### src/lsu_pkg.sv
// shared types for the load/store unit; little-endian lanes, RAM index wraps above bit RAM_IDX_W+2
package lsu_pkg;

  localparam int XLEN      = 64;
  localparam int ADDR_W    = 64;
  localparam int LANES     = XLEN / 8;
  localparam int OFF_W     = $clog2(LANES);  // byte offset inside a doubleword
  localparam int RAM_WORDS = 256;
  localparam int RAM_IDX_W = $clog2(RAM_WORDS);

  // loads first, stores after
  typedef enum logic [3:0] {
    OP_LB  = 4'd0,
    OP_LH  = 4'd1,
    OP_LW  = 4'd2,
    OP_LD  = 4'd3,
    OP_LBU = 4'd4,
    OP_LHU = 4'd5,
    OP_LWU = 4'd6,
    OP_SB  = 4'd7,
    OP_SH  = 4'd8,
    OP_SW  = 4'd9,
    OP_SD  = 4'd10
  } mem_op_e;

  typedef enum logic [2:0] {
    ST_IDLE  = 3'd0,
    ST_WADDR = 3'd1,
    ST_WRESP = 3'd2,
    ST_RADDR = 3'd3,
    ST_RDATA = 3'd4
  } bus_state_e;

  // request from the pipeline
  typedef struct packed {
    mem_op_e           op;
    logic [ADDR_W-1:0] addr;
    logic [XLEN-1:0]   wdata;
  } mem_req_t;

  // write with data already on its lanes
  typedef struct packed {
    logic [ADDR_W-1:0] addr;
    logic [XLEN-1:0]   data;
    logic [LANES-1:0]  strb;
  } wr_req_t;

  typedef struct packed {
    logic [ADDR_W-1:0] addr;
  } rd_req_t;

  // what the output side needs to pick and extend the loaded lanes
  typedef struct packed {
    mem_op_e          op;
    logic [OFF_W-1:0] off;
  } load_ctl_t;

endpackage
### src/lsu_load_extend.sv
// ctl_i must stay stable from the read strobe until rd_done_i; rdata_o keeps its value on writes
module lsu_load_extend (
  input  logic                     clk,
  input  logic                     arst_n_i,
  input  lsu_pkg::load_ctl_t       ctl_i,
  input  logic                     misalign_i,
  input  logic                     wr_done_i,
  input  logic                     rd_done_i,
  input  logic [lsu_pkg::XLEN-1:0] rd_data_i,
  output logic                     done_o,
  output logic                     err_o,
  output logic [lsu_pkg::XLEN-1:0] rdata_o
);

  logic [lsu_pkg::XLEN-1:0] shifted;
  logic [lsu_pkg::XLEN-1:0] ext;

  assign shifted = rd_data_i >> {ctl_i.off, 3'b000};  // addressed byte to lane 0

  always_comb begin
    case (ctl_i.op)
      lsu_pkg::OP_LB:  ext = {{56{shifted[7]}}, shifted[7:0]};
      lsu_pkg::OP_LH:  ext = {{48{shifted[15]}}, shifted[15:0]};
      lsu_pkg::OP_LW:  ext = {{32{shifted[31]}}, shifted[31:0]};
      lsu_pkg::OP_LBU: ext = {56'd0, shifted[7:0]};
      lsu_pkg::OP_LHU: ext = {48'd0, shifted[15:0]};
      lsu_pkg::OP_LWU: ext = {32'd0, shifted[31:0]};
      default:         ext = shifted;  // OP_LD
    endcase
  end

  always_ff @(posedge clk or negedge arst_n_i) begin
    if (!arst_n_i) begin
      done_o  <= 1'b0;
      err_o   <= 1'b0;
      rdata_o <= '0;
    end else begin
      done_o <= wr_done_i || rd_done_i || misalign_i;
      err_o  <= misalign_i;
      if (rd_done_i) begin
        rdata_o <= ext;
      end
    end
  end

endmodule

### config.mk
export PLATFORM = sky130hd
export DESIGN_NAME = lsu_load_extend
export DESIGN_NICKNAME = d
export VERILOG_FILES = /design/src/lsu_pkg.sv /design/src/lsu_load_extend.sv
export SDC_FILE = /design/constraint.sdc
export NUM_CORES = 1
export LEC_CHECK = 0
export CAP_MARGIN = 20
export CORE_UTILIZATION = 40
export DETAILED_ROUTE_END_ITERATION = 12
export DONT_BUFFER_PORTS = 1
export PLACE_DENSITY = 0.63
export RECOVER_POWER = 25
export SLEW_MARGIN = 20
export SYNTH_ARGS = -nofsm -noshare
export SYNTH_HDL_FRONTEND = slang
export SYNTH_SLANG_ARGS = --single-unit
### constraint.sdc
create_clock -name clk -period 0.9 [get_ports clk]
set_clock_uncertainty 0.2 [all_clocks]
set_input_delay 0.135 -clock clk [delete_from_list [all_inputs] [get_ports clk]]
set_output_delay 0.135 -clock clk [all_outputs]
set_load 0.02 [all_outputs]
==> impl_metrics.env <==
export IMPL_status="finished with violations"
export IMPL_violations="hold timing, setup timing"
export IMPL_ys_seq_area_share_pct=36.3
export IMPL_post_drt_wl_per_cell_um=21.4
export IMPL_setup_viol_count_final=126
export IMPL_postRouteWirelength_mm=14.5
export IMPL_clockBufferDepth=2
export IMPL_fin_crit_ns=1.46
export IMPL_timing_rr_end="rdata_o[47]"
export IMPL_post_route_drc_count=0
export IMPL_dieArea_mm2=0.0118
export IMPL_avgSynthCellArea_um2=10.5
export IMPL_placedInstanceArea_mm2=0.00519
export IMPL_ir_worst_vdd_v=0.00151
export IMPL_drt_pass1_iter_count=4
export IMPL_ys_types=40
export IMPL_areaGrowthSynthToFinish_pct=36.6
export IMPL_grt_max_degree=110
export IMPL_vias=3971
export IMPL_finalCritPeriodShare_pct=162
export IMPL_coreArea_mm2=0.0110
export IMPL_setup_slack_ns=-0.556
export IMPL_hold_buffers=1
export IMPL_floorplan_initialDensity_pct=41.4
export IMPL_worst_r2r_path_depth=4
export IMPL_reg2reg_slack_ns=-0.23
export IMPL_r2r_start="rdata_o[47]"
export IMPL_viasPerCell=5.85
export IMPL_antenna_cells=0
export IMPL_hold_ws_ns=-0.708
export IMPL_place_congestion=0.835
export IMPL_worstSetupPathType="input pin to flop"
export IMPL_rsz0062_at_grt="yes"
export IMPL_cts_clk_slew_worst_paths_ns=0.06
export IMPL_io_pins=142
export IMPL_root_buffer="clkbuf_16"
export IMPL_drtAntennaViolNets=0
export IMPL_relSlewSlack_pct=45.5
export IMPL_synthFlopType="dfrtp_1"
export IMPL_final_cell_area_mm2=0.00621
export IMPL_critPathMaxFanout=55
export IMPL_portBuffers=0
export IMPL_final_max_slew_viol_count=0
export IMPL_final_nets=611
export IMPL_synth_edf_count=0
export IMPL_cts_buffers=9
export IMPL_worstPathRequired_ns=0.90
export IMPL_fp_dieW_um=109
export IMPL_row_count=38
export IMPL_ys_ff_latch=66
export IMPL_yosysTopAreaCell="dfrtp_1"
export IMPL_synthTopCellsByCount="nor2_1, dfrtp_1, nand2_1"
export IMPL_drive_above_1_share_pct=46.0
export IMPL_overflow=0
export IMPL_worstSetupStartpointType="input pin"
export IMPL_ctsHtreeMaxLevel=3
export IMPL_cts_tree="yes"
export IMPL_antenna_found_initial=0
export IMPL_setup_total_negative_slack_ns=-47.33
export IMPL_power_leakage_nw=2.57
export IMPL_hold_path_class="input pin to asynchronous set/reset pin"
export IMPL_synthArstFlopShare_pct=100
export IMPL_synth_cells=435
export IMPL_synth_area_leaders="dfrtp_1, mux4_2, a31oi_2"
export IMPL_drt_iter0_markers=271
export IMPL_synth_top_area_share_pct=36.3
export IMPL_cap_violations=0
export IMPL_grt_pass1_vias=4014
export IMPL_grt_pass1_wl_mm=21.5
export IMPL_clk_latency_ns=0.33
export IMPL_post_dp_hpwl_mm=9.74
export IMPL_hold_violations=132
export IMPL_cts_sinks=66
export IMPL_synth_yosys_warnings=0
export IMPL_syn_cell_area_mm2=0.00455
export IMPL_p_per_area_mw_per_mm2=1650
export IMPL_die_h_um=109
export IMPL_critPathCaptureType="flop"
export IMPL_worst_slew_pin_slew_ns=0.810
export IMPL_yosysMostFrequentCell="nor2_1"
export IMPL_worstPathArrival_ns=1.46
export IMPL_gr_usage_all_layers_pct=24.5
export IMPL_fmax_ghz=0.687
export IMPL_synth_nets=511
timing repair:
| item | in CTS | in global routing |
|---|---|---|
| endpoints found under the hold margin | 132 | 132 |
| buffers inserted | 22 | 15 |
| pin swaps | 6 | 4 |
| endpoints found under the setup margin | 125 | 129 |
| resized for setup | 79 | 14 |
| cloned | 0 | 3 |
worst max-delay path: stages:
cell and delay, ns:
mux2_4 0.31, a32oi_2 0.16, o31ai_2 0.13, a211oi_4 0.26
buf_6 0.18, clkbuf_16 0.18, a31oi_2 0.09
cell families (layout without fill, tap and decap cells):
family                 count (synthesis)  after routing  share of synthesized area [%]
buffers and inverters                 43            147                           4.90
flip-flops                            66             66                           36.3
multiplexers                          79             79                           24.4
AND/OR/NAND/NOR                      131            131                           12.7
AO/OA/AOI/OAI                        116            116                           21.7
power by group:
group	total (W)	internal, W	switching (W)
Sequential	0.00359	0.00332	0.000272
Combinational	0.00305	0.00171	0.00134
Clock	0.00364	0.00235	0.00128
layout make-up:
cell class / instances / area [µm²]
fill: 955 / 4770
multi-input combinational: 326 / 2770
sequential: 66 / 1650
timing repair buffer: 129 / 1300
clock buffer: 13 / 270
tap: 140 / 175
clock inverter: 2 / 35.0
inverter: 3 / 11.3
worst max-delay path by stage:
stage             start          end  depth (start not counted)
3_3_place_gp   ctl_i[1]  rdata_o[30]                          5
3_5_place_dp   ctl_i[1]  rdata_o[30]                          5
4_1_cts        ctl_i[1]  rdata_o[56]                          6
5_1_grt        ctl_i[1]  rdata_o[32]                          7
2_1_floorplan  ctl_i[1]  rdata_o[41]                          7
6_report       ctl_i[1]  rdata_o[32]                          7
per-stage QoR:
step                instances  setup WS, ns  total power [W]  util [%]
global route              679        -0.604           0.0107      56.6
finish                    679        -0.556           0.0103      56.6
CTS                       661        -0.511           0.0101      54.5
global placement          623        -0.936          0.00599      47.3
floorplan                 435        -0.897          0.00534         -
detailed placement        623         -1.01          0.00603      47.3
registers in the layout, indices dropped and copies added, names as in the netlist:
register and count:
done_o 1, err_o 1, rdata_o 64
metal layers:
layer,global-route usage (%),part of all wire [%],vias up
met4,7.72,1.8,0
met5,0,0,-
met1,30.1,40,1953
met2,39.6,48,163
li1,-,-,1831
met3,9.68,10,24
placed cells by master (no fill, tap or decap), types with 4 or more instances in the layout:
cell type,n
mux2_2,23
mux4_2,22
dfrtp_1,64
a21oi_1,15
a31oi_2,30
o2bb2ai_1,7
buf_6,69
nor2b_1,10
o22ai_2,6
a22oi_1,8
mux2i_2,4
a211oi_1,15
a31oi_1,10
o22ai_1,10
mux2i_1,28
nand2_1,40
clkbuf_16,11
nor2_1,66
buf_4,54
No activity file was read; power rests on OpenSTA's default activity.
