==> src/lsu_pkg.sv <==
// shared types for the load/store unit; little-endian lanes, RAM index wraps above bit RAM_IDX_W+2
package lsu_pkg;

  localparam int XLEN      = 64;
  localparam int ADDR_W    = 64;
  localparam int LANES     = XLEN / 8;
  localparam int OFF_W     = $clog2(LANES);  // byte offset inside a doubleword
  localparam int RAM_WORDS = 256;
  localparam int RAM_IDX_W = $clog2(RAM_WORDS);

  // loads first, stores after
  typedef enum logic [3:0] {
    OP_LB  = 4'd0,
    OP_LH  = 4'd1,
    OP_LW  = 4'd2,
    OP_LD  = 4'd3,
    OP_LBU = 4'd4,
    OP_LHU = 4'd5,
    OP_LWU = 4'd6,
    OP_SB  = 4'd7,
    OP_SH  = 4'd8,
    OP_SW  = 4'd9,
    OP_SD  = 4'd10
  } mem_op_e;

  typedef enum logic [2:0] {
    ST_IDLE  = 3'd0,
    ST_WADDR = 3'd1,
    ST_WRESP = 3'd2,
    ST_RADDR = 3'd3,
    ST_RDATA = 3'd4
  } bus_state_e;

  // request from the pipeline
  typedef struct packed {
    mem_op_e           op;
    logic [ADDR_W-1:0] addr;
    logic [XLEN-1:0]   wdata;
  } mem_req_t;

  // write with data already on its lanes
  typedef struct packed {
    logic [ADDR_W-1:0] addr;
    logic [XLEN-1:0]   data;
    logic [LANES-1:0]  strb;
  } wr_req_t;

  typedef struct packed {
    logic [ADDR_W-1:0] addr;
  } rd_req_t;

  // what the output side needs to pick and extend the loaded lanes
  typedef struct packed {
    mem_op_e          op;
    logic [OFF_W-1:0] off;
  } load_ctl_t;

endpackage
==> src/lsu_bus_master.sv <==
// single outstanding access, no bursts; strobes arriving while not idle are ignored
module lsu_bus_master (
  input  logic                     clk,
  input  logic                     arst_n_i,
  input  logic                     wr_strobe_i,
  input  logic                     rd_strobe_i,
  input  lsu_pkg::wr_req_t         wr_req_i,
  input  lsu_pkg::rd_req_t         rd_req_i,
  // write address/data and response
  output logic                     aw_valid_o,
  output lsu_pkg::wr_req_t         aw_o,
  input  logic                     aw_ready_i,
  input  logic                     b_valid_i,
  output logic                     b_ready_o,
  // read address and data
  output logic                     ar_valid_o,
  output lsu_pkg::rd_req_t         ar_o,
  input  logic                     ar_ready_i,
  input  logic                     r_valid_i,
  input  logic [lsu_pkg::XLEN-1:0] r_data_i,
  output logic                     r_ready_o,
  // completion to the output side
  output logic                     wr_done_o,
  output logic                     rd_done_o,
  output logic [lsu_pkg::XLEN-1:0] rd_data_o
);

  lsu_pkg::bus_state_e state;

  always_ff @(posedge clk or negedge arst_n_i) begin
    if (!arst_n_i) begin
      state      <= lsu_pkg::ST_IDLE;
      aw_valid_o <= 1'b0;
      ar_valid_o <= 1'b0;
      b_ready_o  <= 1'b0;
      r_ready_o  <= 1'b0;
      wr_done_o  <= 1'b0;
      rd_done_o  <= 1'b0;
    end else begin
      wr_done_o <= 1'b0;  // single-cycle strobes
      rd_done_o <= 1'b0;
      case (state)
        lsu_pkg::ST_IDLE: begin
          if (wr_strobe_i) begin
            aw_valid_o <= 1'b1;
            state      <= lsu_pkg::ST_WADDR;
          end else if (rd_strobe_i) begin
            ar_valid_o <= 1'b1;
            state      <= lsu_pkg::ST_RADDR;
          end
        end
        lsu_pkg::ST_WADDR: begin
          if (aw_ready_i) begin  // address taken, wait for response
            aw_valid_o <= 1'b0;
            b_ready_o  <= 1'b1;
            state      <= lsu_pkg::ST_WRESP;
          end
        end
        lsu_pkg::ST_WRESP: begin
          if (b_valid_i) begin
            b_ready_o <= 1'b0;
            wr_done_o <= 1'b1;
            state     <= lsu_pkg::ST_IDLE;
          end
        end
        lsu_pkg::ST_RADDR: begin
          if (ar_ready_i) begin
            ar_valid_o <= 1'b0;
            r_ready_o  <= 1'b1;
            state      <= lsu_pkg::ST_RDATA;
          end
        end
        lsu_pkg::ST_RDATA: begin
          if (r_valid_i) begin
            r_ready_o <= 1'b0;
            rd_done_o <= 1'b1;
            state     <= lsu_pkg::ST_IDLE;
          end
        end
        default: begin
          aw_valid_o <= 1'b0;
          ar_valid_o <= 1'b0;
          b_ready_o  <= 1'b0;
          r_ready_o  <= 1'b0;
          state      <= lsu_pkg::ST_IDLE;
        end
      endcase
    end
  end

  // payload only loads from idle, so it stays put while valid is up
  always_ff @(posedge clk) begin
    if (state == lsu_pkg::ST_IDLE) begin
      if (wr_strobe_i) begin
        aw_o <= wr_req_i;
      end
      if (rd_strobe_i) begin
        ar_o <= rd_req_i;
      end
    end
    if (state == lsu_pkg::ST_RDATA && r_valid_i) begin
      rd_data_o <= r_data_i;
    end
  end

endmodule

==> config.mk <==
export PLATFORM = sky130hd
export DESIGN_NAME = lsu_bus_master
export DESIGN_NICKNAME = d
export VERILOG_FILES = /design/src/lsu_pkg.sv /design/src/lsu_bus_master.sv
export SDC_FILE = /design/constraint.sdc
export NUM_CORES = 1
export LEC_CHECK = 0
export ABC_AREA = 0
export BUFFER_PORTS_ARGS = -buffer_cell sky130_fd_sc_hd__buf_2
export CORE_AREA = 2 2 210 212
export DETAILED_ROUTE_END_ITERATION = 8
export DIE_AREA = 0 0 212 214
export SLEW_MARGIN = 40
export SYNTH_ARGS = -nofsm -noshare
export SYNTH_HDL_FRONTEND = slang
export SYNTH_SLANG_ARGS = --single-unit
==> constraint.sdc <==
create_clock -name clk -period 7.8 [get_ports clk]
set_clock_uncertainty 0.15 [all_clocks]
set_input_delay 1.56 -clock clk [delete_from_list [all_inputs] [get_ports clk]]
set_output_delay 1.56 -clock clk [all_outputs]
set_load 0.02 [all_outputs]
==> run metrics, run 1 <==
status complete, no violations; number of instances resized during post-cts repair 0; static power due to leakage 5.22 nW; vias approximately 5300; minimum setup slack among reg-to-reg paths about 5000 ps; area growth from synthesis to final layout 52.2%; Detailed Place HPWL 19.2 mm; clk slew on worst S/H paths 60 ps; number of standard cells after synthesis 312; number of cells on the critical path 3; mean instance size in the synthesized netlist 27.0 µm²; largest area contributor in the netlist sky130_fd_sc_hd__edfxtp_1; Clock Path Buffers 3; areal power density over the cells roughly 320 nW/µm²; crit-path max cell delay between 600 and 700 ps; Area contributors post-synth sky130_fd_sc_hd__edfxtp_1, sky130_fd_sc_hd__dfrtp_1, sky130_fd_sc_hd__buf_6; upper clock frequency limit 331 MHz; Sum Neg Setup Slack 0 ps; headroom to the max-slew limit a little under half; critical path launch point wr_strobe_i; pin count of the biggest net entering global routing 83; clock buffers created by TritonCTS 31; number of design rule violations left after detail routing 0; r2r worst-path depth 3; Max Cap Violations 0; origin of the critical flop-to-flop path state[0]; wire per inst about 17 µm; reg-to-reg critical path endpoint aw_o[31]; commonest cells after routing, fill and taps aside sky130_fd_sc_hd__buf_2, sky130_fd_sc_hd__edfxtp_1, sky130_fd_sc_hd__clkbuf_16; highest-delay cell along the critical path sky130_fd_sc_hd__and2_4; most common library cell in the layout ignoring fill and taps sky130_fd_sc_hd__buf_2; net count after synthesis 584; clock tree from TritonCTS done; RePlAce Congestion 0.833; endpoints failing hold 0; Design Power a little over 4 mW; Post-CTS Setup Repair Bufs 0; kind of cell adding the most delay to the critical path buffers and inverters; final worst-path cycle share 38.7%; count of buffers from port buffering 541; overall routing resource usage 10.4%; per-cell via count in the routed design 3.54; length of the first detailed-routing pass in iterations 4; number of sinks handled by clock tree synthesis approximately 270; via count of the first global-routing pass 5519; fraction of layout instances using a drive strength above 1 65.2%; CTS Root Buffer Type sky130_fd_sc_hd__clkbuf_16; Worst Hold End b_ready_o; first-pass GRT wire length 35.2 mm; data required time at the worst endpoint approximately 8000 ps; number of antenna violations at the first check in global routing 4; placed instance count 1438; Slew @ Worst Pin 786 ps; detailed-route wire length approximately 25 mm; final critical path time including I/O delays and setup 3020 ps; crit-path max FO 82; H-tree levels 1; Hold Crit Start b_ready_o; Post-Layout Cell Count roughly 1500; number of buffers inserted by hold repair at cts 0; setup repair after global routing missed its margin false; horizontal extent of the die 212 µm; Chip Height between 200 and 250 µm; Total Die Area 45400 µm²; DRT antenna net count 0; Cell Chain, Critical Path buf_2 -> and2_4 -> buf_6; number of cells on the worst hold path 2; startpoint type of the worst setup path input port; warning count from the yosys run 0; worst hold path class flip-flop to flip-flop; global route total overflow 0; number of endpoints failing setup at the final stage 0; count of pins on the block boundary around 540; number of buffers and inverters on the critical path 2; worst setup path category input port to flip-flop; source-to-sink clock delay at the later pin of the worst-skew pair roughly 550 ps; area share of the largest cell type after synthesis 94.2%; share of the yosys chip area belonging to registers 96.9%; Worst Path Arrival 3060 ps; initial cell density of the core 19.6%; cell area after technology mapping 8410 µm²; flops & latches, synth 273; Final #Nets about 1200; largest voltage drop on the vdd net 0.000173 V; core region area 42900 µm²; row count 76; distinct cell type count after synthesis 25; 1st-iter DRT viols 271; capturing element type of the critical path flip-flop; max-slew violation count 0
-- final cells by class --
class / count / area (µm²)
clock buffer: 40 / 810
tap: 585 / 732
multi-input combinational: 34 / 224
sequential: 273 / 8150
clock inverter: 17 / 135
fill: 4314 / 30100
antenna: 1 / 2.50
inverter: 2 / 7.51
timing repair buffer: 544 / 2740
-- per-stage QoR --
stage | setup slack [ps] | instance area, µm² | util (%) | hold WS (ps)
after floorplan | 2470 | 8410 | - | 394
after global placement | 3950 | 11800 | 27.6 | 382
after detailed placement | 4150 | 11900 | 27.6 | 387
after CTS | 4760 | 12800 | 29.8 | 403
after global routing | 4630 | 12800 | 29.9 | 428
final | 4780 | 12800 | 29.9 | 401
-- worst reg2reg max path: stages, from the launching register on --
cell                      delay (ps)
sky130_fd_sc_hd__dfrtp_1         530
sky130_fd_sc_hd__nor3_2          250
sky130_fd_sc_hd__and2_4          630
sky130_fd_sc_hd__buf_6           620
-- power by group --
group / switching, mW / total [mW] / internal [mW]
Clock: 0.569 / 1.36 / 0.793
Sequential: 0.0844 / 2.00 / 1.92
Combinational: 0.557 / 0.782 / 0.225
-- cells in the mapped netlist --
cell,count
sky130_fd_sc_hd__nand2_1,8
sky130_fd_sc_hd__o22ai_2,1
sky130_fd_sc_hd__o22ai_1,1
sky130_fd_sc_hd__inv_2,1
sky130_fd_sc_hd__and2_1,1
sky130_fd_sc_hd__nor2b_1,2
sky130_fd_sc_hd__a21oi_2,1
sky130_fd_sc_hd__a32o_1,1
sky130_fd_sc_hd__inv_1,1
sky130_fd_sc_hd__a31oi_1,1
sky130_fd_sc_hd__nand2b_1,2
sky130_fd_sc_hd__edfxtp_1,264
sky130_fd_sc_hd__buf_6,3
sky130_fd_sc_hd__a21oi_1,2
sky130_fd_sc_hd__mux2i_1,1
sky130_fd_sc_hd__and3_1,1
sky130_fd_sc_hd__nand3b_1,3
sky130_fd_sc_hd__nor3_2,1
sky130_fd_sc_hd__dfrtp_1,9
sky130_fd_sc_hd__a21o_1,1
sky130_fd_sc_hd__o21ai_1,2
sky130_fd_sc_hd__o31ai_1,1
sky130_fd_sc_hd__a221oi_2,1
sky130_fd_sc_hd__nor2_1,1
sky130_fd_sc_hd__nor2_2,2
-- sequential cells by signal, indices dropped and copies added (netlist names) --
signal / count
rd_data_o: 64
aw_valid_o: 1
r_ready_o: 1
wr_done_o: 1
state: 3
aw_o: 136
b_ready_o: 1
ar_o: 64
rd_done_o: 1
ar_valid_o: 1
-- worst max-delay path by stage --
stage | endpoint | slack (ps)
finish | aw_o[31] | 4780
global route | aw_o[124] | 4630
CTS | aw_o[15] | 4760
detailed placement | aw_o[101] | 4150
global placement | aw_o[36] | 3950
floorplan | aw_o[0] | 2470
-- metal layers --
metal  wire length [µm]  part of all wire [%]  vias up  track usage, %
met1               9350                    37     2561            11.7
met5                 26                  0.10        -               0
li1                   -                     -     2410               -
met2              12600                    50      283            18.2
met3               2590                    10       36            3.86
met4                499                   2.0        4            3.45
-- cell families after synthesis --
logic type / synth area share [%]
buffers and inverters: 0.491
multiplexers: 0.119
AND/OR/NAND/NOR: 1.38
flip-flops: 96.9
AO/OA/AOI/OAI: 1.12
No activity file was read; power rests on OpenSTA's default activity.
==> run 2: changes to the inputs <==
--- a/config.mk
+++ b/config.mk
@@ -7,9 +7,9 @@
 export LEC_CHECK = 0
 export ABC_AREA = 0
 export BUFFER_PORTS_ARGS = -buffer_cell sky130_fd_sc_hd__buf_2
-export CORE_AREA = 2 2 210 212
+export CORE_AREA = 2 2 211 213
 export DETAILED_ROUTE_END_ITERATION = 8
-export DIE_AREA = 0 0 212 214
+export DIE_AREA = 0 0 213 215
 export SLEW_MARGIN = 40
 export SYNTH_ARGS = -nofsm -noshare
 export SYNTH_HDL_FRONTEND = slang
==> constraint.sdc (replaced) <==
create_clock -name clk -period 3.1 [get_ports clk]
set_clock_uncertainty 0.15 [all_clocks]
set_input_delay 0.62 -clock clk [delete_from_list [all_inputs] [get_ports clk]]
set_output_delay 0.62 -clock clk [all_outputs]
set_load 0.02 [all_outputs]
==> run 2 against run 1 <==
Net effect: first-iteration DRC count shrank 16%; non-clock buffer count is 4 higher; via count grew 0.55%; count of clock-buffer cells in the layout is 2 lower; combinational power rose to 2.6 times the previous value; wire length increased by 2.9%; cell area up 0.92%; power grew to 2.5 times the previous value; flip-flop and latch count unchanged; clock power grew to 2.6 times the previous value; critical endpoint is now ar_o[3]; largest cell class unchanged.
==> run metrics, run 2 (synthesis gave the netlist of run 1 again) <==
number of endpoints failing setup at the final stage 0 (unchanged); upper clock frequency limit roughly 470 MHz; area growth from synthesis to final layout 53.6%; startpoint type of the worst setup path flip-flop; number of instances resized during post-cts repair 0 (unchanged); endpoints failing hold 0 (unchanged); status complete, no violations; area taken by multi-input logic gates 224 µm² (unchanged); crit-path max cell delay 530 ps (-80 ps); number of cells on the worst hold path 1 (-1); worst setup path category flip-flop to flip-flop; 1st-iter DRT viols 228 (-16%); row count 77 (+1.3%); count of pins on the block boundary 542 (unchanged); clk slew on worst S/H paths 60 ps (about the same); Final #Nets 1161 (+0.26%); largest voltage drop on the vdd net 0.000446 V (+160%); Worst Hold End ar_o[58]; Worst Path Arrival 2240 ps (-820 ps); Sum Neg Setup Slack 0 ps (unchanged); final worst-path setup slack 954 ps (-3820 ps); final critical path time including I/O delays and setup 2150 ps; Setup WS pre-CTS 915 ps (-3230 ps); initial cell density of the core 19.3% (-0.34 points); Max Cap Violations 0 (unchanged); CTS Root Buffer Type sky130_fd_sc_hd__clkbuf_16; clock share of power 32.8% (about the same); most common library cell in the layout ignoring fill and taps sky130_fd_sc_hd__buf_2; highest-delay cell along the critical path sky130_fd_sc_hd__dfrtp_1; vias 5323 (+0.55%); max-slew violation count 0 (unchanged); static power due to leakage 5.28 nW (+1.1%); number of antenna violations at the first check in global routing 6 (+2); length of the first detailed-routing pass in iterations 4 (unchanged); core region area 43600 µm² (+1.8%); kind of cell adding the most delay to the critical path buffers and inverters; minimum setup slack among reg-to-reg paths 950 ps (-4180 ps); final worst-path cycle share between 60% and 70%; crit-path max FO 42 (-49%); power share of the sequential group 47.6% (-0.7 points); Slew @ Worst Pin 518 ps (-268 ps); clock buffers created by TritonCTS 30 (-3.2%); overall routing resource usage 10.6% (+0.23 points); Total Die Area 45800 µm² (+0.94%); wire per inst 17.1 µm (+2.2%); data required time at the worst endpoint 3190 ps (-4650 ps); first-pass GRT wire length 35.6 mm (+1.0%); fraction of layout instances using a drive strength above 1 65.8% (+0.66 points); Clock Path Buffers 3 (unchanged); Chip Height 215 µm (+0.47%); number of sinks handled by clock tree synthesis 273 (unchanged); worst hold path class input port to flip-flop; RePlAce Congestion 0.860 (+3.2%); global route total overflow 0 (unchanged); Detailed Place HPWL 20.4 mm (+5.8%); Post-Layout Cell Count 1507 (+0.74%); number of design rule violations left after detail routing 0 (unchanged); layout filler cell count 4384 (+1.6%); reg-to-reg critical path endpoint ar_o[3]; Hold Crit Start rd_req_i[58]; largest register by flop count aw_o; via count of the first global-routing pass 5584 (+1.2%); source-to-sink clock delay at the later pin of the worst-skew pair 550 ps (about the same); FF/Latch Area 8150 µm² (unchanged); P_int 7.51 mW (+160%); r2r worst-path depth 4 (+1); H-tree levels 1 (unchanged); horizontal extent of the die 213 µm (+0.47%); detailed-route wire length 25.8 mm (+2.9%); Largest register FFs 136 (unchanged); Switching Fraction 28.9% (-0.24 points); DRT antenna net count 0 (unchanged); leading registers by flop count aw_o: 136 flops, ar_o: 64 flops, rd_data_o: 64 flops; setup repair after global routing missed its margin false; Cell Chain, Critical Path nor3_2 -> nand2_1 -> inv_2 -> buf_12; net switching component of the power 3.06 mW (+150%); clock tree from TritonCTS done; areal power density over the cells 818 nW/µm² (+150%); pin count of the biggest net entering global routing 66 (-20%); capturing element type of the critical path flip-flop; count of buffers from port buffering 541 (unchanged); commonest cells after routing, fill and taps aside sky130_fd_sc_hd__buf_2, sky130_fd_sc_hd__edfxtp_1, sky130_fd_sc_hd__clkbuf_16; headroom to the max-slew limit 65.4% (+18 points); origin of the critical flop-to-flop path state[0]; per-cell via count in the routed design 3.53 (-0.19%); Comb pwr share 19.5% (+0.6 points); number of buffers and inverters on the critical path 2 (unchanged); placed instance count 1448 (+0.70%)
## run 2: cell type report
type	instances	area share, %
well taps	592	5.73
inverters	2	0.0581
flip-flops and latches	273	63.1
clock buffers	38	6.21
repair buffers	548	21.9
diodes	2	0.0387
multi-input cells	34	1.73
clock inverters	18	1.28
## run 2: per-layer routing
layer  wire [µm]  GRT usage, %  vias up
met4         637          4.03        6
met5          34             0        -
met3        2480          3.77       52
met1        9770          12.4     2573
met2       12900          17.9      281
li1            -             -     2411
## run 2: metrics by stage
stage | utilization (%) | total power [mW] | hold slack (ps) | instance area (µm²)
final | 29.6 | 10.6 | 85.6 | 12900
after global routing | 29.6 | 11.0 | 37.6 | 12900
after CTS | 29.6 | 10.8 | 32.3 | 12900
after detailed placement | 27.4 | 7.22 | 379 | 11900
after global placement | 27.4 | 7.19 | 392 | 11900
after floorplan | - | 6.25 | 174 | 8420
## run 2: power by group through the flow
stage,registers (mW),clock network (mW),logic [mW]
after detailed placement,5.11,0,2.11
final,5.04,3.47,2.06
after CTS,5.04,3.62,2.11
after floorplan,5.80,0,0.455
after global routing,5.10,3.75,2.20
after global placement,5.09,0,2.09
## run 2: worst register-to-register path, delay by kind of cell (launching register included)
family / cells / cell delay, ps
buffers and inverters: 2 / 740
DFF: 1 / 530
and+or+nand+nor: 2 / 400
## run 2: worst max-delay path by stage
| stage | from | endpoint | cells after the start |
|---|---|---|---|
| 6_report | state[0] | ar_o[3] | 4 |
| 5_1_grt | state[0] | ar_o[59] | 4 |
| 4_1_cts | state[0] | ar_o[55] | 4 |
| 3_5_place_dp | state[0] | ar_o[39] | 4 |
| 3_3_place_gp | state[0] | ar_o[20] | 4 |
| 2_1_floorplan | state[0] | aw_o[0] | 3 |
## run 2: timing repair
item / in CTS / in global routing
buffers inserted: 0 / 0
hold buffers: 1 / 0
endpoints found under the setup margin: 0 / 0
endpoints found under the hold margin: 9 / 0
