[config.mk]
export PLATFORM = sky130hd
export DESIGN_NAME = lsu_req_align
export DESIGN_NICKNAME = d
export VERILOG_FILES = /design/src/lsu_pkg.sv /design/src/lsu_req_align.sv
export SDC_FILE = /design/constraint.sdc
export NUM_CORES = 1
export LEC_CHECK = 0
export ABC_CLOCK_PERIOD_IN_PS = 8350
export BUFFER_PORTS_ARGS = -buffer_cell sky130_fd_sc_hd__buf_2
export CAP_MARGIN = 20
export CORE_AREA = 2 2 135 137
export CTS_BUF_LIST = sky130_fd_sc_hd__clkbuf_2
export DETAILED_ROUTE_END_ITERATION = 6
export DIE_AREA = 0 0 137 139
export GPL_ROUTABILITY_DRIVEN = 0
export GPL_TIMING_DRIVEN = 0
export PLACE_DENSITY = 0.71
export SLEW_MARGIN = 20
export SYNTH_ARGS = -nofsm -noshare
export SYNTH_HDL_FRONTEND = slang
export SYNTH_SLANG_ARGS = --single-unit
[constraint.sdc]
create_clock -name clk -period 8.35 [get_ports clk]
set_clock_uncertainty 0.1 [all_clocks]
set_input_delay 0.4175 -clock clk [delete_from_list [all_inputs] [get_ports clk]]
set_output_delay 0.4175 -clock clk [all_outputs]
set_load 0.02 [all_outputs]
[src/lsu_pkg.sv]
// shared types for the load/store unit; little-endian lanes, RAM index wraps above bit RAM_IDX_W+2
package lsu_pkg;

  localparam int XLEN      = 64;
  localparam int ADDR_W    = 64;
  localparam int LANES     = XLEN / 8;
  localparam int OFF_W     = $clog2(LANES);  // byte offset inside a doubleword
  localparam int RAM_WORDS = 256;
  localparam int RAM_IDX_W = $clog2(RAM_WORDS);

  // loads first, stores after
  typedef enum logic [3:0] {
    OP_LB  = 4'd0,
    OP_LH  = 4'd1,
    OP_LW  = 4'd2,
    OP_LD  = 4'd3,
    OP_LBU = 4'd4,
    OP_LHU = 4'd5,
    OP_LWU = 4'd6,
    OP_SB  = 4'd7,
    OP_SH  = 4'd8,
    OP_SW  = 4'd9,
    OP_SD  = 4'd10
  } mem_op_e;

  typedef enum logic [2:0] {
    ST_IDLE  = 3'd0,
    ST_WADDR = 3'd1,
    ST_WRESP = 3'd2,
    ST_RADDR = 3'd3,
    ST_RDATA = 3'd4
  } bus_state_e;

  // request from the pipeline
  typedef struct packed {
    mem_op_e           op;
    logic [ADDR_W-1:0] addr;
    logic [XLEN-1:0]   wdata;
  } mem_req_t;

  // write with data already on its lanes
  typedef struct packed {
    logic [ADDR_W-1:0] addr;
    logic [XLEN-1:0]   data;
    logic [LANES-1:0]  strb;
  } wr_req_t;

  typedef struct packed {
    logic [ADDR_W-1:0] addr;
  } rd_req_t;

  // what the output side needs to pick and extend the loaded lanes
  typedef struct packed {
    mem_op_e          op;
    logic [OFF_W-1:0] off;
  } load_ctl_t;

endpackage
[src/lsu_req_align.sv]
// one request at a time; a request while busy_o is high is dropped, misaligned ones make no bus access
module lsu_req_align (
  input  logic               clk,
  input  logic               arst_n_i,
  input  logic               req_valid_i,
  input  lsu_pkg::mem_req_t  req_i,
  input  logic               done_i,
  output logic               busy_o,
  output logic               wr_strobe_o,
  output logic               rd_strobe_o,
  output logic               misalign_o,
  output lsu_pkg::wr_req_t   wr_req_o,
  output lsu_pkg::rd_req_t   rd_req_o,
  output lsu_pkg::load_ctl_t ctl_o
);

  logic                      accept;
  logic                      is_store;
  logic [1:0]                size;        // log2 of bytes
  logic [lsu_pkg::OFF_W-1:0] off;
  logic [lsu_pkg::OFF_W-1:0] size_mask;
  logic [lsu_pkg::LANES-1:0] strb_base;
  logic                      misaligned;

  assign accept     = req_valid_i && !busy_o;
  assign off        = req_i.addr[lsu_pkg::OFF_W-1:0];
  assign misaligned = |(off & size_mask);

  always_comb begin
    is_store = 1'b0;
    size     = 2'd3;
    case (req_i.op)
      lsu_pkg::OP_LB, lsu_pkg::OP_LBU: size = 2'd0;
      lsu_pkg::OP_LH, lsu_pkg::OP_LHU: size = 2'd1;
      lsu_pkg::OP_LW, lsu_pkg::OP_LWU: size = 2'd2;
      lsu_pkg::OP_SB: begin
        is_store = 1'b1;
        size     = 2'd0;
      end
      lsu_pkg::OP_SH: begin
        is_store = 1'b1;
        size     = 2'd1;
      end
      lsu_pkg::OP_SW: begin
        is_store = 1'b1;
        size     = 2'd2;
      end
      lsu_pkg::OP_SD: is_store = 1'b1;
      default:        size = 2'd3;   // OP_LD
    endcase
  end

  // natural alignment mask and unshifted lane strobes
  always_comb begin
    case (size)
      2'd0:    {size_mask, strb_base} = {3'b000, 8'h01};
      2'd1:    {size_mask, strb_base} = {3'b001, 8'h03};
      2'd2:    {size_mask, strb_base} = {3'b011, 8'h0f};
      default: {size_mask, strb_base} = {3'b111, 8'hff};
    endcase
  end

  always_ff @(posedge clk or negedge arst_n_i) begin
    if (!arst_n_i) begin
      busy_o      <= 1'b0;
      wr_strobe_o <= 1'b0;
      rd_strobe_o <= 1'b0;
      misalign_o  <= 1'b0;
    end else begin
      wr_strobe_o <= accept && is_store && !misaligned;
      rd_strobe_o <= accept && !is_store && !misaligned;
      misalign_o  <= accept && misaligned;
      if (accept) begin
        busy_o <= 1'b1;
      end else if (done_i) begin
        busy_o <= 1'b0;
      end
    end
  end

  always_ff @(posedge clk) begin
    if (accept) begin
      wr_req_o.addr <= req_i.addr;
      wr_req_o.data <= req_i.wdata << {off, 3'b000};  // move to byte lane
      wr_req_o.strb <= strb_base << off;
      rd_req_o.addr <= req_i.addr;
      ctl_o.op      <= req_i.op;
      ctl_o.off     <= off;
    end
  end

endmodule

==> impl_results.md, run 1 <==
* Commonest non-fill, non-tap cell in the layout: buf_2
* Final non-filler cell total at 1211
* Core Area at 0.0177 mm2
* CTS root buf: clkbuf_2
* CTS clk-pin slew, worst paths at 0.22 ns
* Crit start category: primary input
* Residual DRC count at 0
* Worst VDD drop at 0.113 mV
* Pwr Total at 1.82 mW
* Cells along the critical path: dlygate4sd3_1, buf_2, buf_2, nand2b_1, clkbuf_1, clkbuf_1, o22ai_1, dlygate4sd3_1
* Layout cells sized above 1 at 0.532
* CTS tree: built
* Worst skew pair latency at 0.70 ns
* Final ANT Viol Nets at 0
* Total GRT Usage at 0.256
* Setup bufs post-CTS at 0
* Slew @ Worst Pin at 0.994 ns
* Data required, critical path at 8.73 ns
* Slowest-stage cell, CP: dlygate4sd3_1
* I/O pin total at 347
* Inst Count DP at 1072
* Final hold viol count at 0
* Nets@finish at 1100
* Initial antenna violation count at 8
* Most frequent cells in the layout: buf_2, edfxtp_1, dlygate4sd3_1
* Clock buffer count from CTS at 17
* Syn_nets at 632
* RSZ-0062 raised after global routing: false
* Area Growth Syn to Fin at 48.9%
* Status: finished, final reports clean
* Syn_area_per_cell at 13.9 um2
* Max incr delay on CP at 0.60 ns
* PwrDens at 176 mW/mm2
* Via density at 4.95
* WL final at 24.9 mm
* First-pass GRT wire length at 35.5 mm
* Max Cap Viol at 0
* Synth Instances at 496
* Synth warn at 0
* Met1 usage at 0.287
* Fmax at 351 MHz
* Wire per inst at 20.6 um
* DR pass1 iterations at 5
* WP data arrival at 3.24 ns
* Sequential-to-total area share from yosys stat at 0.622
* Sink Count at 144
* Fin crit share at 0.342
* Slew Limit Fails at 0
* Rel. slew slack at 0.335
* Met3 Usage GRT at 0.0673
* Via Count at 5990
* Post-synth cell types at 39
* CP max FO at 10
* Min cycle time layout at 2.85 ns
* Min-Delay Path Class: primary input to flop
* Drt initial violations at 374
* H-tree depth at 4
* Gr ovfl total at 0
* Die height at 139 um
* Num rows at 49
* Clock Tree Buf Depth at 2
* Setup-failing EPs final at 0
* Port bufs at 346
* Die X at 137 um
* Fillers at 1408
* Syn Std Cell Area at 0.00692 mm2
* Crit Path Class: primary input to flop
* DP Wirelength at 17.1 mm
* Leak at 4.57 nW
* Setup tns final at 0 ns
* FF+latch count, synth at 144
* Initial Util at 0.392
* Critical Path Sink Type: flop
* GRT Max-Usage Layer: met2
* Largest net degree at the start of global routing at 72
* Die area at 0.0190 mm2
* M2 GR Usage at 0.444
* Vias in the first global route at 6153
-- path summary, 6_finish.rpt --
check / startpoint / end / slack, ns / cells after the start
setup reg to reg: busy_o$_DFFE_PN0P_ / rd_req_o[33]$_DFFE_PP_ / 6.30 / 4
max in group asynchronous: arst_n_i / rd_strobe_o$_DFF_PN0_ / 7.49 / 3
min in group asynchronous: arst_n_i / misalign_o$_DFF_PN0_ / 0.47 / 3
setup / recovery: req_i[66] / wr_req_o[47]$_DFFE_PP_ / 5.50 / 8
hold / removal: req_i[25] / wr_req_o[41]$_DFFE_PP_ / 0.07 / 3
hold reg to reg: busy_o$_DFFE_PN0P_ / rd_strobe_o$_DFF_PN0_ / 0.71 / 3
-- metrics by stage --
step | setup WS [ns] | hold WS (ns) | instance area, um2 | util
6_report | 5.50 | 0.0724 | 10300 | 0.583
5_1_grt | 5.50 | 0.00478 | 10300 | 0.583
4_1_cts | 5.63 | 0.00446 | 10300 | 0.582
3_5_place_dp | 5.83 | 0.128 | 8970 | 0.508
3_3_place_gp | 3.17 | 0.123 | 8930 | 0.506
2_1_floorplan | 4.38 | 0.0219 | 6920 | -
-- per-layer routing --
layer	vias to the layer above	routed length, um
li1	2714	-
met1	2853	9110
met2	352	12600
met3	67	2120
met4	4	1000
met5	-	31
-- critical path, delay by kind of cell --
family	cells	cell delay, ns
simple gates	1	0.15
buf+inv	6	2.52
compound gates	1	0.14
-- registers in the layout, indices dropped and copies added (netlist names) --
signal and count:
busy_o 1, ctl_o 4, misalign_o 1, rd_req_o 64, rd_strobe_o 1, wr_req_o 72
wr_strobe_o 1
-- cells by family (layout without fill, tap and decap cells) --
kind of cell | after synthesis | count (layout) | share of synthesized area
buffers and inverters | 110 | 590 | 0.103
other | 0 | 6 | 0
AO/OA/AOI/OAI | 74 | 74 | 0.0668
multiplexers | 72 | 72 | 0.139
AND/OR/NAND/NOR | 96 | 96 | 0.0686
flip-flops | 144 | 144 | 0.622
-- layout make-up --
class / instances / area [um2] / area share
inverters: 13 / 56.3 / 0.00547
diodes: 6 / 15.0 / 0.00146
clock buffers: 17 / 85.1 / 0.00826
repair buffers: 449 / 2780 / 0.270
flip-flops and latches: 144 / 4300 / 0.418
multi-input cells: 242 / 1900 / 0.184
clock inverters: 14 / 206 / 0.0200
plain buffers: 97 / 667 / 0.0648
well taps: 229 / 287 / 0.0278
-- cell usage after synthesis, drive strengths merged --
cell | number | share of area
mux4 | 16 | 0.052
and4b | 1 | 0.0014
buf | 88 | 0.092
nand2b | 2 | 0.0018
nand2 | 21 | 0.011
mux2i | 24 | 0.035
o22ai | 17 | 0.015
dfrtp | 4 | 0.014
and2 | 9 | 0.0081
a22o | 1 | 0.0014
o21ai | 21 | 0.015
nor3 | 2 | 0.0014
and3b | 1 | 0.0013
nor2b | 18 | 0.016
o21a | 1 | 0.0011
a2111oi | 2 | 0.0062
a22oi | 1 | 0.0011
and3 | 1 | 0.00091
a21oi | 23 | 0.017
nor3b | 1 | 0.0011
clkbuf | 9 | 0.0049
inv | 13 | 0.0071
nand4bb | 1 | 0.0016
o22a | 2 | 0.0025
nor4 | 1 | 0.00091
nor2 | 34 | 0.018
a21boi | 1 | 0.0011
a222oi | 1 | 0.0014
and2b | 1 | 0.0011
edfxtp | 140 | 0.61
a311o | 1 | 0.0014
a21o | 1 | 0.0011
or2 | 3 | 0.0027
a211oi | 2 | 0.0022
mux2 | 32 | 0.052
-- power by group --
group	switching, mW	internal [mW]
Combinational	0.260	0.188
Sequential	0.0203	0.865
Clock	0.280	0.203
Total	0.560	1.26
-- what timing repair did --
action	4_1_cts	5_1_grt
setup endpoints to repair	0	0
hold buffers	102	0
hold endpoints to repair	98	0
resized for setup	0	0
Power figures use the tool's default switching activity.
==> inputs of run 2 (changes only) <==
--- a/config.mk
+++ b/config.mk
@@ -5,16 +5,16 @@
 export SDC_FILE = /design/constraint.sdc
 export NUM_CORES = 1
 export LEC_CHECK = 0
-export ABC_CLOCK_PERIOD_IN_PS = 8350
+export ABC_CLOCK_PERIOD_IN_PS = 2400
 export BUFFER_PORTS_ARGS = -buffer_cell sky130_fd_sc_hd__buf_2
 export CAP_MARGIN = 20
-export CORE_AREA = 2 2 135 137
+export CORE_AREA = 2 2 134 136
 export CTS_BUF_LIST = sky130_fd_sc_hd__clkbuf_2
 export DETAILED_ROUTE_END_ITERATION = 6
-export DIE_AREA = 0 0 137 139
+export DIE_AREA = 0 0 136 138
 export GPL_ROUTABILITY_DRIVEN = 0
 export GPL_TIMING_DRIVEN = 0
-export PLACE_DENSITY = 0.71
+export PLACE_DENSITY = 0.74
 export SLEW_MARGIN = 20
 export SYNTH_ARGS = -nofsm -noshare
 export SYNTH_HDL_FRONTEND = slang
==> constraint.sdc (replaced) <==
create_clock -name clk -period 2.4 [get_ports clk]
set_clock_uncertainty 0.1 [all_clocks]
set_input_delay 0.12 -clock clk [delete_from_list [all_inputs] [get_ports clk]]
set_output_delay 0.12 -clock clk [all_outputs]
set_load 0.02 [all_outputs]
==> run 2 against run 1 <==
  * The run now fails in clock tree synthesis
  * Synthesized area is the same
  * Synthesized cell count is the same
==> impl_results.md, run 2 <==
* Syn_nets at 632 (unchanged)
* Post-synth cell types at 39 (unchanged)
* I/O pin total at 347 (unchanged)
* Post-CTS sizing at 0 (unchanged)
* Initial Util at 0.394 (+0.00274)
* Most common cell in the netlist: edfxtp_1
* Top_reg_cell synth: edfxtp_1
* Status: aborted with a tool error
* Hold buffer count at CTS at 223 (+120%)
* Synth area leader: edfxtp_1
* Synth warn at 0 (unchanged)
* Last stage: clock tree synthesis
* Sequential-to-total area share from yosys stat at 0.622 (unchanged)
* Syn_area_per_cell at 13.9 um2 (unchanged)
* Largest cells by area after synthesis: edfxtp_1, buf_4, mux2_2
* Die height at 138 um (-0.72%)
* Syn Std Cell Area at 0.00692 mm2 (unchanged)
* CTS root buf: clkbuf_2
* Clock Tree Buf Depth at 2 (unchanged)
* Number of synthesized flops with an enable pin at 140 (unchanged)
* Clock buffer count from CTS at 17 (unchanged)
* Placed cell areas at 0.00903 mm2 (+0.73%)
* DP Wirelength at 17.3 mm (+1.1%)
* Port bufs at 346 (unchanged)
* Num rows at 49 (unchanged)
* Setup bufs post-CTS at 0 (unchanged)
* Top cell type's share of synthesized area at 0.608 (unchanged)
* Async set or reset register ratio after synthesis at 0.0278 (unchanged)
* Synth Instances at 496 (unchanged)
* Sink Count at 144 (unchanged)
* FF+latch count, synth at 144 (unchanged)
* Die X at 136 um (-0.73%)
* Post-synth top cells: edfxtp_1, buf_4, nor2_1
* H-tree depth at 4 (unchanged)
* Err: [ERROR RSZ-0060] Max buffer count reached.
==> run 2: cell counts after synthesis <==
No cell type changed its count.
==> run 2: kinds of logic after synthesis <==
kind of cell | Yosys count | synth area share
DFF | 144 | 0.622
AOI/OAI and AO/OA | 74 | 0.0668
muxes | 72 | 0.139
and+or+nand+nor | 96 | 0.0686
buffers and inverters | 110 | 0.103
==> run 2: per-stage QoR <==
step / worst slack [ns] / cells / utilization
2_1_floorplan: -0.718 / 496 / -
3_3_place_gp: -1.59 / 1071 / 0.510
3_5_place_dp: 0.215 / 1075 / 0.515
==> inputs of run 3 (changes only) <==
==> config.mk (replaced) <==
export PLATFORM = sky130hd
export DESIGN_NAME = lsu_req_align
export DESIGN_NICKNAME = d
export VERILOG_FILES = /design/src/lsu_pkg.sv /design/src/lsu_req_align.sv
export SDC_FILE = /design/constraint.sdc
export NUM_CORES = 1
export LEC_CHECK = 0
export ABC_CLOCK_PERIOD_IN_PS = 3120
export BUFFER_PORTS_ARGS = -buffer_cell sky130_fd_sc_hd__buf_2
export CAP_MARGIN = 20
export CORE_UTILIZATION = 40
export DETAILED_ROUTE_END_ITERATION = 6
export GPL_ROUTABILITY_DRIVEN = 0
export GPL_TIMING_DRIVEN = 0
export PLACE_DENSITY_LB_ADDON = 0.15
export SLEW_MARGIN = 20
export SYNTH_ARGS = -nofsm -noshare
export SYNTH_HDL_FRONTEND = slang
export SYNTH_SLANG_ARGS = --single-unit
==> constraint.sdc (replaced) <==
create_clock -name clk -period 3.12 [get_ports clk]
set_clock_uncertainty 0.1 [all_clocks]
set_input_delay 0.156 -clock clk [delete_from_list [all_inputs] [get_ports clk]]
set_output_delay 0.156 -clock clk [all_outputs]
set_load 0.02 [all_outputs]
==> run 3 against run 2 <==
  * The run now ends clean
==> impl_results.md, run 3 (synthesis gave the netlist of run 1 again) <==
* Status: finished, final reports clean
* CP max FO at 10
* Rel. slew slack at 0.371
* Internal power at 3.98 mW
* Clk network pwr share at 0.353
* Wire per inst at 19.5 um
* Placed cell areas at 0.00902 mm2 (-0.21%)
* Hold buffer count at CTS at 80 (-64%)
* RSZ-0062 raised after global routing: false
* Die X at 133 um (-1.8%)
* Slew Limit Fails at 0
* Post-CTS sizing at 0 (unchanged)
* Initial antenna violation count at 1
* Min-Delay Path Class: primary input to flop
* Critical Path Sink Type: flop
* Leak at 4.59 nW
* Reg power frac at 0.432
* Initial Util at 0.413 (+0.0182)
* First-pass GRT wire length at 33.6 mm
* Drt initial violations at 456
* CTS clk-pin slew, worst paths at 0.06 ns
* Fin area at 0.0104 mm2
* Worst skew pair latency at 0.42 ns
* Core Area at 0.0168 mm2
* I/O pin total at 347 (unchanged)
* Final ANT Viol Nets at 0
* WL final at 23.0 mm
* Setup-failing EPs final at 0
* Slowest-stage cell, CP: clkbuf_1
* Die area at 0.0178 mm2
* Largest Register: wr_req_o
* Max Cap Viol at 0
* Port bufs at 346 (unchanged)
* Clock Tree Buf Depth at 2 (unchanged)
* DR pass1 iterations at 6
* Data required, critical path at 3.27 ns
* Switching power at 1.51 mW
* Pwr Total at 5.49 mW
* Clock buffer count from CTS at 17 (unchanged)
* Final hold viol count at 0
* Nets@finish at 1081
* Sink Count at 144 (unchanged)
* H-tree depth at 4 (unchanged)
* PwrDens at 529 mW/mm2
* Area Growth Syn to Fin at 49.9%
* Worst VDD drop at 0.359 mV
* Residual DRC count at 0
* Num rows at 47 (-4.1%)
* Fin crit share at 0.723
* Total GRT Usage at 0.256
* Die height at 133 um (-3.3%)
* WP data arrival at 2.40 ns
* Setup bufs post-CTS at 0 (unchanged)
* Cells along the critical path: dlygate4sd3_1, buf_2, buf_2, buf_2, clkbuf_1, nor2_1, o22ai_1
* Min cycle time layout at 2.25 ns
* Top Registers: wr_req_o: 72 flops, rd_req_o: 64 flops, ctl_o: 4 flops
* Layout cells sized above 1 at 0.544
* Via Count at 5868
* Largest register FFs at 72
* Crit Path Class: primary input to flop
* Worst Path Buf+Inv at 5
* Setup tns final at 0 ns
* CTS tree: built
* Via density at 4.99
* Commonest non-fill, non-tap cell in the layout: buf_2
* Part of the power in combinational logic at 0.215
* Crit start category: primary input
* DP Wirelength at 16.6 mm (-4.1%)
* Slew @ Worst Pin at 0.940 ns
* Placement Setup Slack at 1.00 ns (+0.788 ns)
* Fmax at 444 MHz
* Setup slack after layout at 0.866 ns
* Vias in the first global route at 5883
* Max incr delay on CP at 0.61 ns
* CP dominant cell by count: buf_2
* Largest net degree at the start of global routing at 38
* Most frequent cells in the layout: buf_2, edfxtp_1, dlygate4sd3_1
* Net Sw Frac at 0.274
* CTS root buf: clkbuf_16
* Gr ovfl total at 0
* CP delay by family, top: buffers and inverters
## run 3: power groups by stage
stage / registers [mW] / logic [mW] / clock network (mW)
after CTS: 2.37 / 1.18 / 1.98
after detailed placement: 2.41 / 1.09 / 0
after global routing: 2.39 / 1.24 / 2.05
after floorplan: 2.61 / 0.465 / 0
after global placement: 2.43 / 1.06 / 0
final: 2.37 / 1.18 / 1.94
## run 3: metrics by stage
| stage | hold slack (ns) | utilization | instances |
|---|---|---|---|
| CTS | 0.0189 | 0.619 | 1176 |
| floorplan | -0.240 | - | 496 |
| global placement | -0.141 | 0.533 | 1062 |
| finish | 0.0473 | 0.619 | 1177 |
| detailed placement | -0.133 | 0.538 | 1066 |
| global route | 0.0292 | 0.619 | 1177 |
## run 3: layout make-up
type	instances	area, um2
fill	1334	6390
sequential	144	4310
timing repair buffer	430	2610
multi-input combinational	242	1900
buffer	97	667
clock buffer	21	440
tap	220	275
clock inverter	9	111
inverter	13	52.6
antenna	1	2.50
## run 3: worst paths after layout
check	from	end	slack (ns)	depth (start not counted)
min in group asynchronous	arst_n_i	wr_strobe_o$_DFF_PN0_	0.52	3
max in group asynchronous	arst_n_i	busy_o$_DFFE_PN0P_	2.22	3
worst max register to register	busy_o$_DFFE_PN0P_	rd_req_o[56]$_DFFE_PP_	1.46	5
worst max-delay path	req_i[66]	wr_req_o[4]$_DFFE_PP_	0.87	7
worst min register to register	busy_o$_DFFE_PN0P_	rd_strobe_o$_DFF_PN0_	0.48	3
worst min-delay path	req_i[5]	wr_req_o[13]$_SDFFCE_PP0P_	0.05	2
## run 3: per-layer routing
layer / vias up / track usage / part of all wire
li1: 2668 / - / -
met1: 2831 / 0.284 / 0.37
met2: 324 / 0.468 / 0.53
met3: 45 / 0.0559 / 0.070
met4: 0 / 0.114 / 0.031
met5: - / 0 / 0
==> inputs of run 4 (changes only) <==
--- a/config.mk
+++ b/config.mk
@@ -5,7 +5,7 @@
 export SDC_FILE = /design/constraint.sdc
 export NUM_CORES = 1
 export LEC_CHECK = 0
-export ABC_CLOCK_PERIOD_IN_PS = 3120
+export ABC_CLOCK_PERIOD_IN_PS = 2330
 export BUFFER_PORTS_ARGS = -buffer_cell sky130_fd_sc_hd__buf_2
 export CAP_MARGIN = 20
 export CORE_UTILIZATION = 40
==> constraint.sdc (replaced) <==
create_clock -name clk -period 2.33 [get_ports clk]
set_clock_uncertainty 0.1 [all_clocks]
set_input_delay 0.1165 -clock clk [delete_from_list [all_inputs] [get_ports clk]]
set_output_delay 0.1165 -clock clk [all_outputs]
set_load 0.02 [all_outputs]
==> run 4 against run 3 <==
  * Via count rose by 0.85%
  * Clock-buffer cell count fell by 4
  * Combinational power up 34%
  * Critical path type unchanged
  * Critical endpoint unchanged
==> impl_results.md, run 4 (synthesis gave the netlist of run 1 again) <==
* Clock Tree Buf Depth at 2 (unchanged)
* WP data arrival at 2.41 ns (about the same)
* Final ANT Viol Nets at 0 (unchanged)
* Largest Register: wr_req_o
* DP Wirelength at 16.7 mm (+0.53%)
* Largest net degree at the start of global routing at 37 (-2.6%)
* N_diodes at 0 (-1)
* Slowest-stage cell, CP: clkbuf_1
* Via Count at 5918 (+0.85%)
* Min cycle time layout at 2.26 ns
* Fmax at 443 MHz
* Crit start category: primary input
* Commonest non-fill, non-tap cell in the layout: buf_2
* RSZ-0062 raised after global routing: false
* DR pass1 iterations at 5 (-1)
* Core Area at 0.0168 mm2 (unchanged)
* Register area at 0.00431 mm2 (unchanged)
* Placed cell areas at 0.00902 mm2 (unchanged)
* Fin crit share at 0.968
* Slew @ Worst Pin at 1.02 ns (+0.0767 ns)
* Via density at 5.02 (+0.60%)
* Initial Util at 0.413 (unchanged)
* Residual DRC count at 0 (unchanged)
* Gr ovfl total at 0 (unchanged)
* Worst skew pair latency at 0.42 ns (about the same)
* Max incr delay on CP at 0.64 ns (+0.03 ns)
* Area Growth Syn to Fin at 51.0%
* First-pass GRT wire length at 34.5 mm (+2.6%)
* Port bufs at 346 (unchanged)
* Max Cap Viol at 0 (unchanged)
* Slew Limit Fails at 0 (unchanged)
* Die height at 133 um (unchanged)
* Cells along the critical path: dlygate4sd3_1, buf_2, buf_2, buf_2, clkbuf_1, nor2_1, o22ai_1
* WL final at 23.7 mm (+3.0%)
* Total GRT Usage at 0.265 (+0.00868)
* CTS root buf: clkbuf_16
* Vias in the first global route at 5983 (+1.7%)
* Crit Path Class: primary input to flop
* CTS clk-pin slew, worst paths at 0.06 ns (about the same)
* Num rows at 47 (unchanged)
* I/O pin total at 347 (unchanged)
* CTS tree: built
* Drt initial violations at 362 (-21%)
* Layout cells sized above 1 at 0.549 (+0.00503)
* Clock buffer count from CTS at 17 (unchanged)
* Nets@finish at 1083 (+0.19%)
* Critical Path Sink Type: flop
* Min-Delay Path Class: primary input to flop
* Multi-input gate area at 0.00190 mm2 (unchanged)
* Final hold viol count at 0 (unchanged)
* Die X at 133 um (unchanged)
* CP max FO at 10 (unchanged)
* Die area at 0.0178 mm2 (unchanged)
* CP dominant cell by count: buf_2
* Sink Count at 144 (unchanged)
* Core Util, Final at 0.623 (+0.00441)
* Most frequent cells in the layout: buf_2, edfxtp_1, dlygate4sd3_1
* Worst VDD drop at 0.484 mV (+35%)
* Initial antenna violation count at 0 (-1)
* Setup-failing EPs final at 0 (unchanged)
* Rel. slew slack at 0.320 (-0.0513)
* H-tree depth at 4 (unchanged)
* Wire per inst at 20.1 um (+2.8%)
* Largest register FFs at 72 (unchanged)
* Fin area at 0.0104 mm2 (+0.71%)
* Fillers at 1351 (+1.3%)
* Leak at 4.63 nW (+1.0%)
* Top Registers: wr_req_o: 72 flops, rd_req_o: 64 flops, ctl_o: 4 flops
* Status: finished, final reports clean
* PwrDens at 726 mW/mm2 (+37%)
* Data required, critical path at 2.48 ns (-0.79 ns)
## run 4: cell count changes in the layout (fill, tap and decap cells not counted)
cell / before / now
clkinv_2: 1 / 3
clkbuf_2: 0 / 1
inv_6: 1 / 4
bufinv_16: 2 / 3
dlygate4sd3_1: 80 / 82
clkbuf_1: 13 / 8
inv_8: 0 / 1
diode_2: 1 / 0
clkinvlp_4: 2 / 1
## run 4: through the flow
step / setup TNS, ns / instances / power, mW / setup WS (ns) / hold slack (ns)
finish: 0 / 1180 / 7.58 / 0.0743 / 0.00712
global route: 0 / 1180 / 7.83 / 0.0115 / 0.0224
CTS: 0 / 1180 / 7.61 / 0.0639 / 0.00158
detailed placement: 0 / 1066 / 4.69 / 0.164 / -0.176
global placement: -229.87 / 1062 / 4.66 / -1.64 / -0.181
floorplan: -111.03 / 496 / 4.11 / -0.788 / -0.279
## run 4: final timing paths
check	cells past startpoint	to	startpoint	slack (ns)
worst max-delay path	7	wr_req_o[4]$_DFFE_PP_	req_i[66]	0.07
worst min-delay path	3	wr_req_o[41]$_DFFE_PP_	req_i[17]	0.007
worst max register to register	5	rd_req_o[44]$_DFFE_PP_	busy_o$_DFFE_PN0P_	0.47
worst min register to register	3	rd_strobe_o$_DFF_PN0_	busy_o$_DFFE_PN0P_	0.47
max in group asynchronous	3	busy_o$_DFFE_PN0P_	arst_n_i	1.44
min in group asynchronous	3	rd_strobe_o$_DFF_PN0_	arst_n_i	0.50
## run 4: area by class of cell
class / instances / share of cell area
Tap cell: 220 / 0.0264
Sequential cell: 144 / 0.412
Timing Repair Buffer: 432 / 0.252
Buffer: 97 / 0.0640
Clock inverter: 15 / 0.0174
Multi-Input combinational cell: 242 / 0.182
Inverter: 13 / 0.00503
Clock buffer: 17 / 0.0407
## run 4: routing by layer
metal / share of wire / up-vias / wire length [um] / track usage
met4: 0.027 / 0 / 638 / 0.0972
met3: 0.073 / 46 / 1730 / 0.0662
met5: 0 / - / 0 / 0
met2: 0.53 / 318 / 12500 / 0.484
met1: 0.37 / 2876 / 8780 / 0.296
li1: - / 2678 / - / -
## run 4: where the power goes
group,switching (mW),total (mW),internal (mW)
Sequential,0.0694,3.17,3.10
Combinational,0.920,1.58,0.665
Clock,1.12,2.82,1.70
## run 4: worst max-delay path, delay by kind of cell
| kind | cells | cell delay [ns] |
|---|---|---|
| buf+inv | 5 | 1.94 |
| simple gates | 1 | 0.15 |
| compound gates | 1 | 0.19 |
## run 4: what timing repair did
action / CTS / global route
resized for setup: 0 / 2
setup buffers: 0 / 0
hold buffers: 82 / 0
endpoints found under the setup margin: 0 / 2
endpoints found under the hold margin: 84 / 0
